==> config.mk <==
export PLATFORM = sky130hd
export DESIGN_NAME = ice_app_top
export DESIGN_NICKNAME = d
export VERILOG_FILES = /design/src/logic/ice_app_pkg.sv /design/src/logic/cmd_engine.sv /design/src/logic/ice_app_top.sv /design/src/logic/msg_receiver.sv /design/src/logic/readout_fifo.sv /design/src/logic/word_serializer.sv
export VERILOG_INCLUDE_DIRS = /design/src /design/src/include
export SDC_FILE = /design/constraint.sdc
export NUM_CORES = 1
export LEC_CHECK = 0
export BUFFER_PORTS_ARGS = -buffer_cell sky130_fd_sc_hd__buf_2
export CORE_MARGIN = 2
export CORE_UTILIZATION = 35
export CTS_CLUSTER_SIZE = 14
export DETAILED_ROUTE_END_ITERATION = 8
export GPL_ROUTABILITY_DRIVEN = 0
export PLACE_DENSITY = 0.48
export RECOVER_POWER = 50
export REMOVE_ABC_BUFFERS = 1
export SYNTH_ARGS = -nofsm -noshare
export SYNTH_HDL_FRONTEND = slang
export SYNTH_SLANG_ARGS = --single-unit
==> constraint.sdc <==
create_clock -name img_clk -period 12.1 [get_ports img_clk]
set_input_delay 0.605 -clock img_clk [delete_from_list [all_inputs] [get_ports img_clk]]
set_output_delay 0.605 -clock img_clk [all_outputs]
set_load 0.01 [all_outputs]
==> src/include/ice_app_defines.svh <==
`ifndef ICE_APP_DEFINES_SVH
`define ICE_APP_DEFINES_SVH

// ==============================
// Command message
// ==============================
// Bits that follow the start bit
`define ICE_MSG_LEN     16
`define ICE_TYPE_LEN    4
`define ICE_ARG_LEN     12

// ==============================
// Data path
// ==============================
`define ICE_WORD_W      16   // Response and image word
`define ICE_LED_W       4

// ==============================
// Readout buffer
// ==============================
// Depth must stay a power of two
`define ICE_FIFO_DEPTH  16
`define ICE_FIFO_AW     4

`endif

==> src/logic/ice_app_pkg.sv <==
`default_nettype none

`include "ice_app_defines.svh"

package ice_app_pkg;

    // ==============================
    // Message fields
    // ==============================
    // Type codes as sent by the host
    typedef enum logic [`ICE_TYPE_LEN-1:0] {
        MSG_NOP     = 4'd0,
        MSG_READY   = 4'd1,  // Echo plus buffer fill
        MSG_LED_SET = 4'd2,
        MSG_READOUT = 4'd3   // Stream buffered words
    } msg_type_e;

    typedef logic [`ICE_ARG_LEN-1:0] msg_arg_t;

    // ==============================
    // Data path
    // ==============================
    typedef logic [`ICE_WORD_W-1:0] word_t;

    typedef logic [`ICE_LED_W-1:0] led_t;

    // One bit wider than the address so a full buffer can be told apart
    typedef logic [`ICE_FIFO_AW:0] fill_t;

endpackage

`default_nettype wire

==> src/logic/cmd_engine.sv <==
`default_nettype none

`include "ice_app_defines.svh"

module cmd_engine (
    input  logic                   img_clk,
    input  logic                   spi_rst_,
    input  logic                   msg_valid,
    input  ice_app_pkg::msg_type_e msg_type,
    input  ice_app_pkg::msg_arg_t  msg_arg,
    output logic                   listen,
    input  ice_app_pkg::fill_t     fifo_fill,
    input  logic                   rd_valid,
    input  ice_app_pkg::word_t     rd_data,
    output logic                   rd_en,
    output logic                   word_valid,
    output ice_app_pkg::word_t     word_data,
    input  logic                   word_ready,
    output ice_app_pkg::led_t      led
);
    import ice_app_pkg::*;

    typedef enum logic [1:0] {
        ST_IDLE,
        ST_SEND,     // Word offered to the serializer
        ST_READOUT,  // Waiting on buffer and line
        ST_DRAIN     // Last word still on the line
    } state_e;

    state_e     state;
    logic [7:0] words_left;  // Readout words not yet fetched
    logic       fetch;
    logic       decode;

    // Receiver stays deaf from the decode cycle until the line is free
    assign listen = (state == ST_IDLE) && !msg_valid;
    assign decode = (state == ST_IDLE) && msg_valid;

    // Pop only when the serializer can take the word right away
    assign fetch = (state == ST_READOUT) && rd_valid && word_ready;
    assign rd_en = fetch;

    // ==============================
    // Command FSM
    // ==============================
    always_ff @(posedge img_clk or negedge spi_rst_) begin
        if (!spi_rst_) begin
            state      <= ST_IDLE;
            word_valid <= 1'b0;
            words_left <= '0;
            led        <= '0;
        end else begin
            case (state)
                ST_IDLE: begin
                    if (msg_valid) begin
                        case (msg_type)
                            MSG_READY: begin
                                word_valid <= 1'b1;
                                words_left <= '0;  // Single word reply
                                state      <= ST_SEND;
                            end
                            MSG_LED_SET: begin
                                led <= msg_arg[`ICE_LED_W-1:0];
                            end
                            MSG_READOUT: begin
                                words_left <= msg_arg[7:0];
                                if (msg_arg[7:0] != 8'd0) begin
                                    state <= ST_READOUT;
                                end
                            end
                            default: begin
                                // Nop and unknown codes
                            end
                        endcase
                    end
                end

                ST_SEND: begin
                    if (word_ready) begin
                        word_valid <= 1'b0;
                        state      <= (words_left == 8'd0) ? ST_DRAIN : ST_READOUT;
                    end
                end

                ST_READOUT: begin
                    if (fetch) begin
                        word_valid <= 1'b1;
                        words_left <= words_left - 8'd1;
                        state      <= ST_SEND;
                    end
                end

                ST_DRAIN: begin
                    if (word_ready) begin
                        state <= ST_IDLE;  // Final bit has left
                    end
                end

                default: begin
                    state <= ST_IDLE;
                end
            endcase
        end
    end

    // ==============================
    // Outgoing word
    // ==============================
    always_ff @(posedge img_clk) begin
        if (decode && (msg_type == MSG_READY)) begin
            // Echo byte on top, fill count below
            word_data <= {msg_arg[7:0], 8'(fifo_fill)};
        end else if (fetch) begin
            word_data <= rd_data;
        end
    end

endmodule

`default_nettype wire

==> src/logic/ice_app_top.sv <==
`default_nettype none

module ice_app_top (
    input  logic               img_clk,
    input  logic               spi_rst_,
    input  logic               spi_data_in,
    output logic               spi_data_out,
    output logic               spi_data_oe,
    input  logic               pix_valid,
    input  ice_app_pkg::word_t pix_data,
    output logic               pix_ready,
    output ice_app_pkg::led_t  led
);
    import ice_app_pkg::*;

    // Receiver to engine
    logic      listen;
    logic      msg_valid;
    msg_type_e msg_type;
    msg_arg_t  msg_arg;

    // Engine to serializer
    logic      word_valid;
    word_t     word_data;
    logic      word_ready;

    // Buffer read side
    logic      rd_en;
    logic      rd_valid;
    word_t     rd_data;
    fill_t     fifo_fill;

    // ==============================
    // Command path
    // ==============================
    msg_receiver i_msg_receiver (
        .img_clk     (img_clk),
        .spi_rst_    (spi_rst_),
        .spi_data_in (spi_data_in),
        .listen      (listen),
        .msg_valid   (msg_valid),
        .msg_type    (msg_type),
        .msg_arg     (msg_arg)
    );

    cmd_engine i_cmd_engine (
        .img_clk    (img_clk),
        .spi_rst_   (spi_rst_),
        .msg_valid  (msg_valid),
        .msg_type   (msg_type),
        .msg_arg    (msg_arg),
        .listen     (listen),
        .fifo_fill  (fifo_fill),
        .rd_valid   (rd_valid),
        .rd_data    (rd_data),
        .rd_en      (rd_en),
        .word_valid (word_valid),
        .word_data  (word_data),
        .word_ready (word_ready),
        .led        (led)
    );

    // ==============================
    // Line and buffer
    // ==============================
    word_serializer i_word_serializer (
        .img_clk      (img_clk),
        .spi_rst_     (spi_rst_),
        .word_valid   (word_valid),
        .word_data    (word_data),
        .word_ready   (word_ready),
        .spi_data_out (spi_data_out),
        .spi_data_oe  (spi_data_oe)
    );

    readout_fifo i_readout_fifo (
        .img_clk   (img_clk),
        .spi_rst_  (spi_rst_),
        .pix_valid (pix_valid),
        .pix_data  (pix_data),
        .pix_ready (pix_ready),
        .rd_en     (rd_en),
        .rd_valid  (rd_valid),
        .rd_data   (rd_data),
        .fill      (fifo_fill)
    );

endmodule

`default_nettype wire

==> src/logic/msg_receiver.sv <==
`default_nettype none

`include "ice_app_defines.svh"

module msg_receiver (
    input  logic                   img_clk,
    input  logic                   spi_rst_,
    input  logic                   spi_data_in,
    input  logic                   listen,
    output logic                   msg_valid,
    output ice_app_pkg::msg_type_e msg_type,
    output ice_app_pkg::msg_arg_t  msg_arg
);
    import ice_app_pkg::*;

    localparam int CNT_W = $clog2(`ICE_MSG_LEN + 1);

    logic [CNT_W-1:0]        bit_cnt;  // Bits still expected
    logic [`ICE_MSG_LEN-1:0] msg_sr;
    logic                    busy;

    assign busy = (bit_cnt != '0);

    // Start bit detect and bit count
    always_ff @(posedge img_clk or negedge spi_rst_) begin
        if (!spi_rst_) begin
            bit_cnt   <= '0;
            msg_valid <= 1'b0;
        end else begin
            msg_valid <= 1'b0;
            if (busy) begin
                bit_cnt <= bit_cnt - 1'b1;
                if (bit_cnt == CNT_W'(1)) begin
                    msg_valid <= 1'b1;  // Last bit lands this edge
                end
            end else if (listen && spi_data_in) begin
                bit_cnt <= CNT_W'(`ICE_MSG_LEN);
            end
        end
    end

    // MSB first, so new bits enter at the bottom
    always_ff @(posedge img_clk) begin
        if (busy) begin
            msg_sr <= {msg_sr[`ICE_MSG_LEN-2:0], spi_data_in};
        end
    end

    // Fields held stable until the next start bit
    assign msg_type = msg_type_e'(msg_sr[`ICE_MSG_LEN-1 -: `ICE_TYPE_LEN]);
    assign msg_arg  = msg_sr[`ICE_ARG_LEN-1:0];

endmodule

`default_nettype wire

==> src/logic/readout_fifo.sv <==
`default_nettype none

`include "ice_app_defines.svh"

module readout_fifo (
    input  logic               img_clk,
    input  logic               spi_rst_,
    input  logic               pix_valid,
    input  ice_app_pkg::word_t pix_data,
    output logic               pix_ready,
    input  logic               rd_en,
    output logic               rd_valid,
    output ice_app_pkg::word_t rd_data,
    output ice_app_pkg::fill_t fill
);
    import ice_app_pkg::*;

    localparam int AW = `ICE_FIFO_AW;

    word_t       mem [`ICE_FIFO_DEPTH];
    logic [AW:0] wr_ptr;  // Top bit is the wrap flag
    logic [AW:0] rd_ptr;
    logic        push;
    logic        pop;

    // ==============================
    // Status
    // ==============================
    assign fill      = fill_t'(wr_ptr - rd_ptr);
    assign pix_ready = (fill != fill_t'(`ICE_FIFO_DEPTH));  // Back-pressure when full
    assign rd_valid  = (fill != '0);

    assign push = pix_valid && pix_ready;
    assign pop  = rd_en && rd_valid;

    // Head word visible without a read strobe
    assign rd_data = mem[rd_ptr[AW-1:0]];

    // ==============================
    // Pointers
    // ==============================
    always_ff @(posedge img_clk or negedge spi_rst_) begin
        if (!spi_rst_) begin
            wr_ptr <= '0;
            rd_ptr <= '0;
        end else begin
            if (push) begin
                wr_ptr <= wr_ptr + 1'b1;
            end
            if (pop) begin
                rd_ptr <= rd_ptr + 1'b1;
            end
        end
    end

    // Storage
    always_ff @(posedge img_clk) begin
        if (push) begin
            mem[wr_ptr[AW-1:0]] <= pix_data;
        end
    end

endmodule

`default_nettype wire

==> src/logic/word_serializer.sv <==
`default_nettype none

`include "ice_app_defines.svh"

module word_serializer (
    input  logic               img_clk,
    input  logic               spi_rst_,
    input  logic               word_valid,
    input  ice_app_pkg::word_t word_data,
    output logic               word_ready,
    output logic               spi_data_out,
    output logic               spi_data_oe
);
    import ice_app_pkg::*;

    localparam int CNT_W = $clog2(`ICE_WORD_W + 1);

    logic [CNT_W-1:0] bit_cnt;  // Bits left on the line
    word_t            shift_q;
    logic             load;

    assign word_ready = (bit_cnt == '0);
    assign load       = word_valid && word_ready;

    always_ff @(posedge img_clk or negedge spi_rst_) begin
        if (!spi_rst_) begin
            bit_cnt <= '0;
        end else if (load) begin
            bit_cnt <= CNT_W'(`ICE_WORD_W);
        end else if (!word_ready) begin
            bit_cnt <= bit_cnt - 1'b1;
        end
    end

    // MSB leaves first
    always_ff @(posedge img_clk) begin
        if (load) begin
            shift_q <= word_data;
        end else begin
            shift_q <= {shift_q[`ICE_WORD_W-2:0], 1'b0};
        end
    end

    // Line held low while not driving
    assign spi_data_oe  = !word_ready;
    assign spi_data_out = spi_data_oe && shift_q[`ICE_WORD_W-1];

endmodule

`default_nettype wire

== Word level (Yosys, flattened, before mapping) ==
Memory sizes are Yosys's and may differ from the RTL's.
Cells that the tools add are included.

* Bits in registers: 84
* Latch bits: 0
* RAM bits: 256
* Memory bits (read-only): 0
* Input port bits: 20
* Output and inout port bits: 7
* Word-level logic and storage cells: 91
* Memories: 1

{| class="wikitable"
|+ Memory list
! memory !! words !! bits a word !! rd ports !! clocked after Yosys merged registers in !! write ports !! RTL line !! RTL
|-
| i_readout_fifo.mem || 16 || 16 || 1 || 0 || 1 || readout_fifo.sv:20 || <nowiki>word_t mem [`ICE_FIFO_DEPTH];</nowiki>
|}

* Add/sub/neg operators: 6
* Multiply operators: 0
* Divide/modulo/power cells: 0
* $lt $le $gt $ge: 0
* Equality and inequality tests: 16
* Shifts and indexed selects: 0
* Mux-type cells: 28
* Bitwise gates (word level): 0
* Reduce and logical (&&, ||, !) cells: 26

{| class="wikitable"
|+ Operators with widths
! operator !! number
|-
| 16-bit 2-to-1 mux || 3
|-
| 8-bit one-hot mux with 2 select lines || 2
|-
| 5-bit 2-to-1 mux || 4
|-
| 8-bit 2-to-1 mux || 2
|-
| 5-bit by 1-bit adder with 5-bit output (second input constant) || 2
|-
| 1-bit logical AND || 10
|-
| 2-bit 2-to-1 mux || 5
|-
| 5-bit nonzero test || 2
|-
| 5-bit by 1-bit subtractor with 5-bit output (second input constant) || 2
|-
| 1-bit 2-to-1 mux || 9
|-
| 4-bit by 2-bit == test with 1-bit output (second input constant) || 2
|-
| 8-bit logical NOT || 1
|-
| 2-bit by 1-bit inequality test with 1-bit output (second input constant) || 4
|-
| 2-bit one-hot mux with 4 select lines || 1
|-
| 8-bit nonzero test || 1
|-
| 8-bit by 1-bit subtractor with 8-bit output (second input constant) || 1
|-
| 3-bit inequality test (second input constant) || 2
|-
| 6-bit AND reduction || 1
|-
| 2-bit nonzero test || 3
|-
| 5-bit by 1-bit == test with 1-bit output (second input constant) || 1
|-
| 5-bit logical NOT || 1
|-
| 5-bit inequality test (second input constant) || 1
|-
| 5-bit AND reduction || 1
|-
| 5-bit subtractor || 1
|-
| other kinds (11) || 14
|}

== Longest topological paths before layout ==
* Depth after elaboration: 6
* Mapped depth: 12
* Depth with buffers taken out: 10

== Cells and area by module ==
From an unflattened synthesis, not the netlist that was laid out.

* Cells, all modules: 770
* Area, all modules: 13784.5 um^2

{| class="wikitable"
|+ By module, submodules not included
! module !! times used !! cells each !! area each (um^2) !! sequential area each (um^2)
|-
| readout_fifo || 1 || 529 || 10572.6 || 7937.6
|-
| cmd_engine || 1 || 136 || 1589.0 || 825.8
|-
| word_serializer || 1 || 59 || 822.0 || 445.4
|-
| msg_receiver || 1 || 46 || 800.8 || 630.6
|}

== Worst setup path after synthesis ==
Ideal clock, no wire load.

* Path kind: register -> register
* From: reg i_readout_fifo.rd_ptr[2]
* To: mem i_readout_fifo.mem[3][0] (netlist bit) (enable)
* Library setup time: 0.409 ns
* Arrival time: 3.768 ns
* Data required time: 11.691 ns
* Slack: 7.923 ns
* Stages on the path, launching flop included: 11
* Period minus slack after synthesis: 4.177 ns
* Path through: dfrtp_1 -> inv_2 -> buf_1 -> ha_1 -> a21oi_1 -> o21ai_1 -> xor2_1 -> nor2_1 -> a21boi_2 -> nand2_1 -> nor3_1

* Longest elaborated chain between the ends: 5

{| class="wikitable"
|+ Ends and longest elaborated chain
! what !! RTL line !! RTL
|-
| start: declaration || readout_fifo.sv:22 || <nowiki>logic [AW:0] rd_ptr;</nowiki>
|-
| start signal: assignment || readout_fifo.sv:51 || <nowiki>rd_ptr <= rd_ptr + 1'b1;</nowiki>
|-
| 5-bit subtractor || readout_fifo.sv:29 || <nowiki>assign fill = fill_t'(wr_ptr - rd_ptr);</nowiki>
|-
| 5-bit inequality test || readout_fifo.sv:30 || <nowiki>assign pix_ready = (fill != fill_t'(`ICE_FIFO_DEPTH));</nowiki>
|-
| 1-bit logical AND || readout_fifo.sv:33 || <nowiki>assign push = pix_valid && pix_ready;</nowiki>
|-
| 1-bit 2-to-1 mux || readout_fifo.sv:58 || <nowiki>if (push) begin</nowiki>
|-
| 1-bit 2-to-1 mux (not written as such) || readout_fifo.sv:59 || <nowiki>mem[wr_ptr[AW-1:0]] <= pix_data;</nowiki>
|-
| end: declaration || readout_fifo.sv:20 ||
|}

No other way between the ends.

== Final worst setup path ==
* From: reg i_readout_fifo.rd_ptr[1]
* To: mem i_readout_fifo.mem[5][7] (netlist bit) (enable)

Same word-level chain as after synthesis.

==> impl_metrics.json <==
{
  "antenna_cells": 0,
  "switchingPower_mw": 0.987,
  "areaGrowthSynthToFinish_pct": 14.1,
  "pwr-share-clk_pct": 32.3,
  "stdcell_area_sq_um": 15300,
  "ctsResizeCount": 0,
  "syn_area_sq_um": 13400,
  "routed_wl_mm": 31.3,
  "max_freq_mhz": 241,
  "cap_viol_max_count": 1,
  "fin_ws_ps": 7950,
  "port-buffer-count": 26,
  "detail_route.iter0.violations": 468,
  "tns_ps": 0,
  "hp-start": "spi_data_in",
  "first_pass_iters": 4,
  "numCtsBuffers": 38,
  "design.die.area_sq_um": 39900,
  "fin_cells": 1292,
  "avgSynthCellArea_sq_um": 19.0,
  "finalSetupViolations": 0,
  "reg2reg_depth": 10,
  "antenna_left": 0,
  "hpwl_mm": 20.2,
  "cts_sinks": 340,
  "fin_nets": 790,
  "synth_edf_count": 285,
  "cts_tree": "built",
  "worst_pin_slew_ps": 2090,
  "grt_pass1_vias": 6791,
  "grt_pass1_wl_mm": 45.8,
  "grt_max_degree": 69,
  "slew_violations": 37,
  "hold_path.class": "in -> reg",
  "clock-root-buffer": "clkbuf_16",
  "hold_depth": 1,
  "die_width_um": 200,
  "synth-seq-cells": 340,
  "hold_end": "i_msg_receiver.msg_sr[0]",
  "synth-main-ff-cell": "edfxtp_1",
  "post-cts-setup-buffer-count": 0,
  "r2r_end": "i_readout_fifo.mem[5][7]",
  "antenna_found_initial": 0,
  "hold_viol_final": 0,
  "period_share_pct": 34.3,
  "ir_worst_vdd_uv": 103,
  "clk_path_buf_depth": 3,
  "switching_share_pct": 29.4,
  "pwr-share-comb_pct": 20.4,
  "p_seq_share_pct": 47.3,
  "viasPerCell": 5.06,
  "drive_gt1_share_pct": 23.4,
  "remaining_drc_errors": 0,
  "dpl_cell_area_sq_um": 14200,
  "synth-seq-area-share_pct": 73.3,
  "powerDensity_nw_per_um2": 219,
  "pre_cts_ws_ps": 7800,
  "synthArstFlopShare_pct": 10.6,
  "intPower_mw": 2.37,
  "rsz0062_at_grt": "no",
  "cts_hold_buffers": 0,
  "die_h_um": 200,
  "vias": 6536,
  "rrSetupSlack_ps": 7950,
  "critPathRequiredTime_ps": 12260,
  "synth_cells": 706,
  "wl_per_cell_um": 24.2,
  "clk_pin_slew_ps": 60,
  "violations": "max-capacitance violations, max-slew violations",
  "synth_cell_types": 46,
  "nFillCells": 3372,
  "placedCellCount": 1223,
  "clk_latency_ps": 560,
  "grtUsageTotal_pct": 16.3,
  "clock_skew_ps": 23.2,
  "core_sq_um": 37800,
  "finalCriticalPeriod_ps": 4150,
  "utilization_pct": 40.6,
  "power.total_mw": 3.36,
  "row_count": 71,
  "ys.warnings.count": 0,
  "final_cell_mix": "285 x edfxtp_1, 80 x mux4_2, 54 x nand2_1, 39 x clkbuf_16",
  "outcome": "finished with violations",
  "cts.htree.levels": 2,
  "grt-ovfl-total": 0,
  "cp_data_arrival_time_ps": 4310,
  "holdWs_ps": 292,
  "io_pins": 27,
  "initial_utilization_pct": 35.6,
  "rr_startpoint": "i_readout_fifo.rd_ptr[1]",
  "crit_type": "reg -> reg",
  "end_kind": "flop",
  "maxSlewHeadroom_pct": -39.4,
  "cp-start-kind": "flop",
  "final_common_cell": "edfxtp_1",
  "p_leak_nw": 5.04,
  "crit_fanout": 68
}
## worst max-delay path, cell delays in order (launching register included)
cell and delay [ps]:
dfrtp_2 330, buf_4 770, inv_1 150, ha_1 320
nand2_1 50, o21ai_1 140, xor2_1 370, nor2_1 130
a21boi_2 380, nand2_1 290, nor2_2 810
## state kept, by name (all words and copies together), names as in the netlist
| signal | flops |
|---|---|
| i_msg_receiver.msg_sr | 16 |
| i_readout_fifo.wr_ptr | 5 |
| i_cmd_engine.word_valid | 1 |
| i_word_serializer.shift_q | 16 |
| i_msg_receiver.bit_cnt | 5 |
| i_cmd_engine.word_data | 16 |
| i_readout_fifo.mem | 256 |
| i_readout_fifo.rd_ptr | 5 |
| i_word_serializer.bit_cnt | 5 |
| i_cmd_engine.state | 2 |
| i_cmd_engine.led | 4 |
| i_cmd_engine.words_left | 8 |
| i_msg_receiver.msg_valid | 1 |
## metal layers
| layer | global-route usage (%) | part of all wire, % | vias up |
|---|---|---|---|
| li1 | - | - | 2914 |
| met1 | 21.7 | 44 | 3442 |
| met2 | 27.4 | 50 | 135 |
| met3 | 3.38 | 4.5 | 45 |
| met4 | 3.92 | 1.8 | 0 |
| met5 | 0 | 0 | - |
## logic make-up (layout without fill, tap and decap cells)
group	after synthesis	after routing	share of synthesized area [%]
buffers and inverters	47	122	1.44
DFF	340	340	73.3
AOI/OAI and AO/OA	52	52	2.59
muxes	105	105	15.5
and+or+nand+nor	130	130	4.58
xor gates and xnor gates	14	14	0.913
adders and majority gates	18	18	1.73
## worst max path at each step
stage,cells past startpoint,start,slack [ps],end
2_1_floorplan,7,i_readout_fifo.rd_ptr[0],6330,i_readout_fifo.mem[3][0]
3_3_place_gp,10,i_readout_fifo.rd_ptr[1],7930,i_readout_fifo.mem[9][10]
3_5_place_dp,10,i_readout_fifo.rd_ptr[1],7800,i_readout_fifo.mem[11][10]
4_1_cts,10,i_readout_fifo.rd_ptr[1],7830,i_readout_fifo.mem[11][12]
5_1_grt,10,i_readout_fifo.rd_ptr[1],7560,i_readout_fifo.mem[11][12]
6_report,10,i_readout_fifo.rd_ptr[1],7950,i_readout_fifo.mem[5][7]
## synth_stat cells, drive strengths merged, types with 17 or more instances
master	count	area [sq um]
o21ai	29	145
nor2	24	90.1
mux2	19	214
dfrtp	36	901
edfxtp	285	8560
nand2	54	203
clkbuf	17	63.8
dfxtp	19	380
ha	17	213
inv	20	75.1
mux4	80	1800
## power groups by stage
stage	Clock (mW)	Sequential (mW)	Combinational (mW)
after global placement	0	1.61	0.689
final	1.08	1.59	0.687
after global routing	1.16	1.61	0.752
after detailed placement	0	1.61	0.701
after floorplan	0	1.59	0.457
after CTS	1.12	1.59	0.704
## layout make-up
| cell class | instances | area [sq um] | share of cell area [%] |
|---|---|---|---|
| flip-flops and latches | 340 | 9840 | 64.3 |
| clock inverters | 18 | 134 | 0.874 |
| inverters | 20 | 75.1 | 0.490 |
| clock buffers | 51 | 1020 | 6.67 |
| repair buffers | 33 | 155 | 1.01 |
| multi-input cells | 319 | 3450 | 22.5 |
| well taps | 511 | 639 | 4.17 |
No activity file was read; power rests on OpenSTA's default activity.
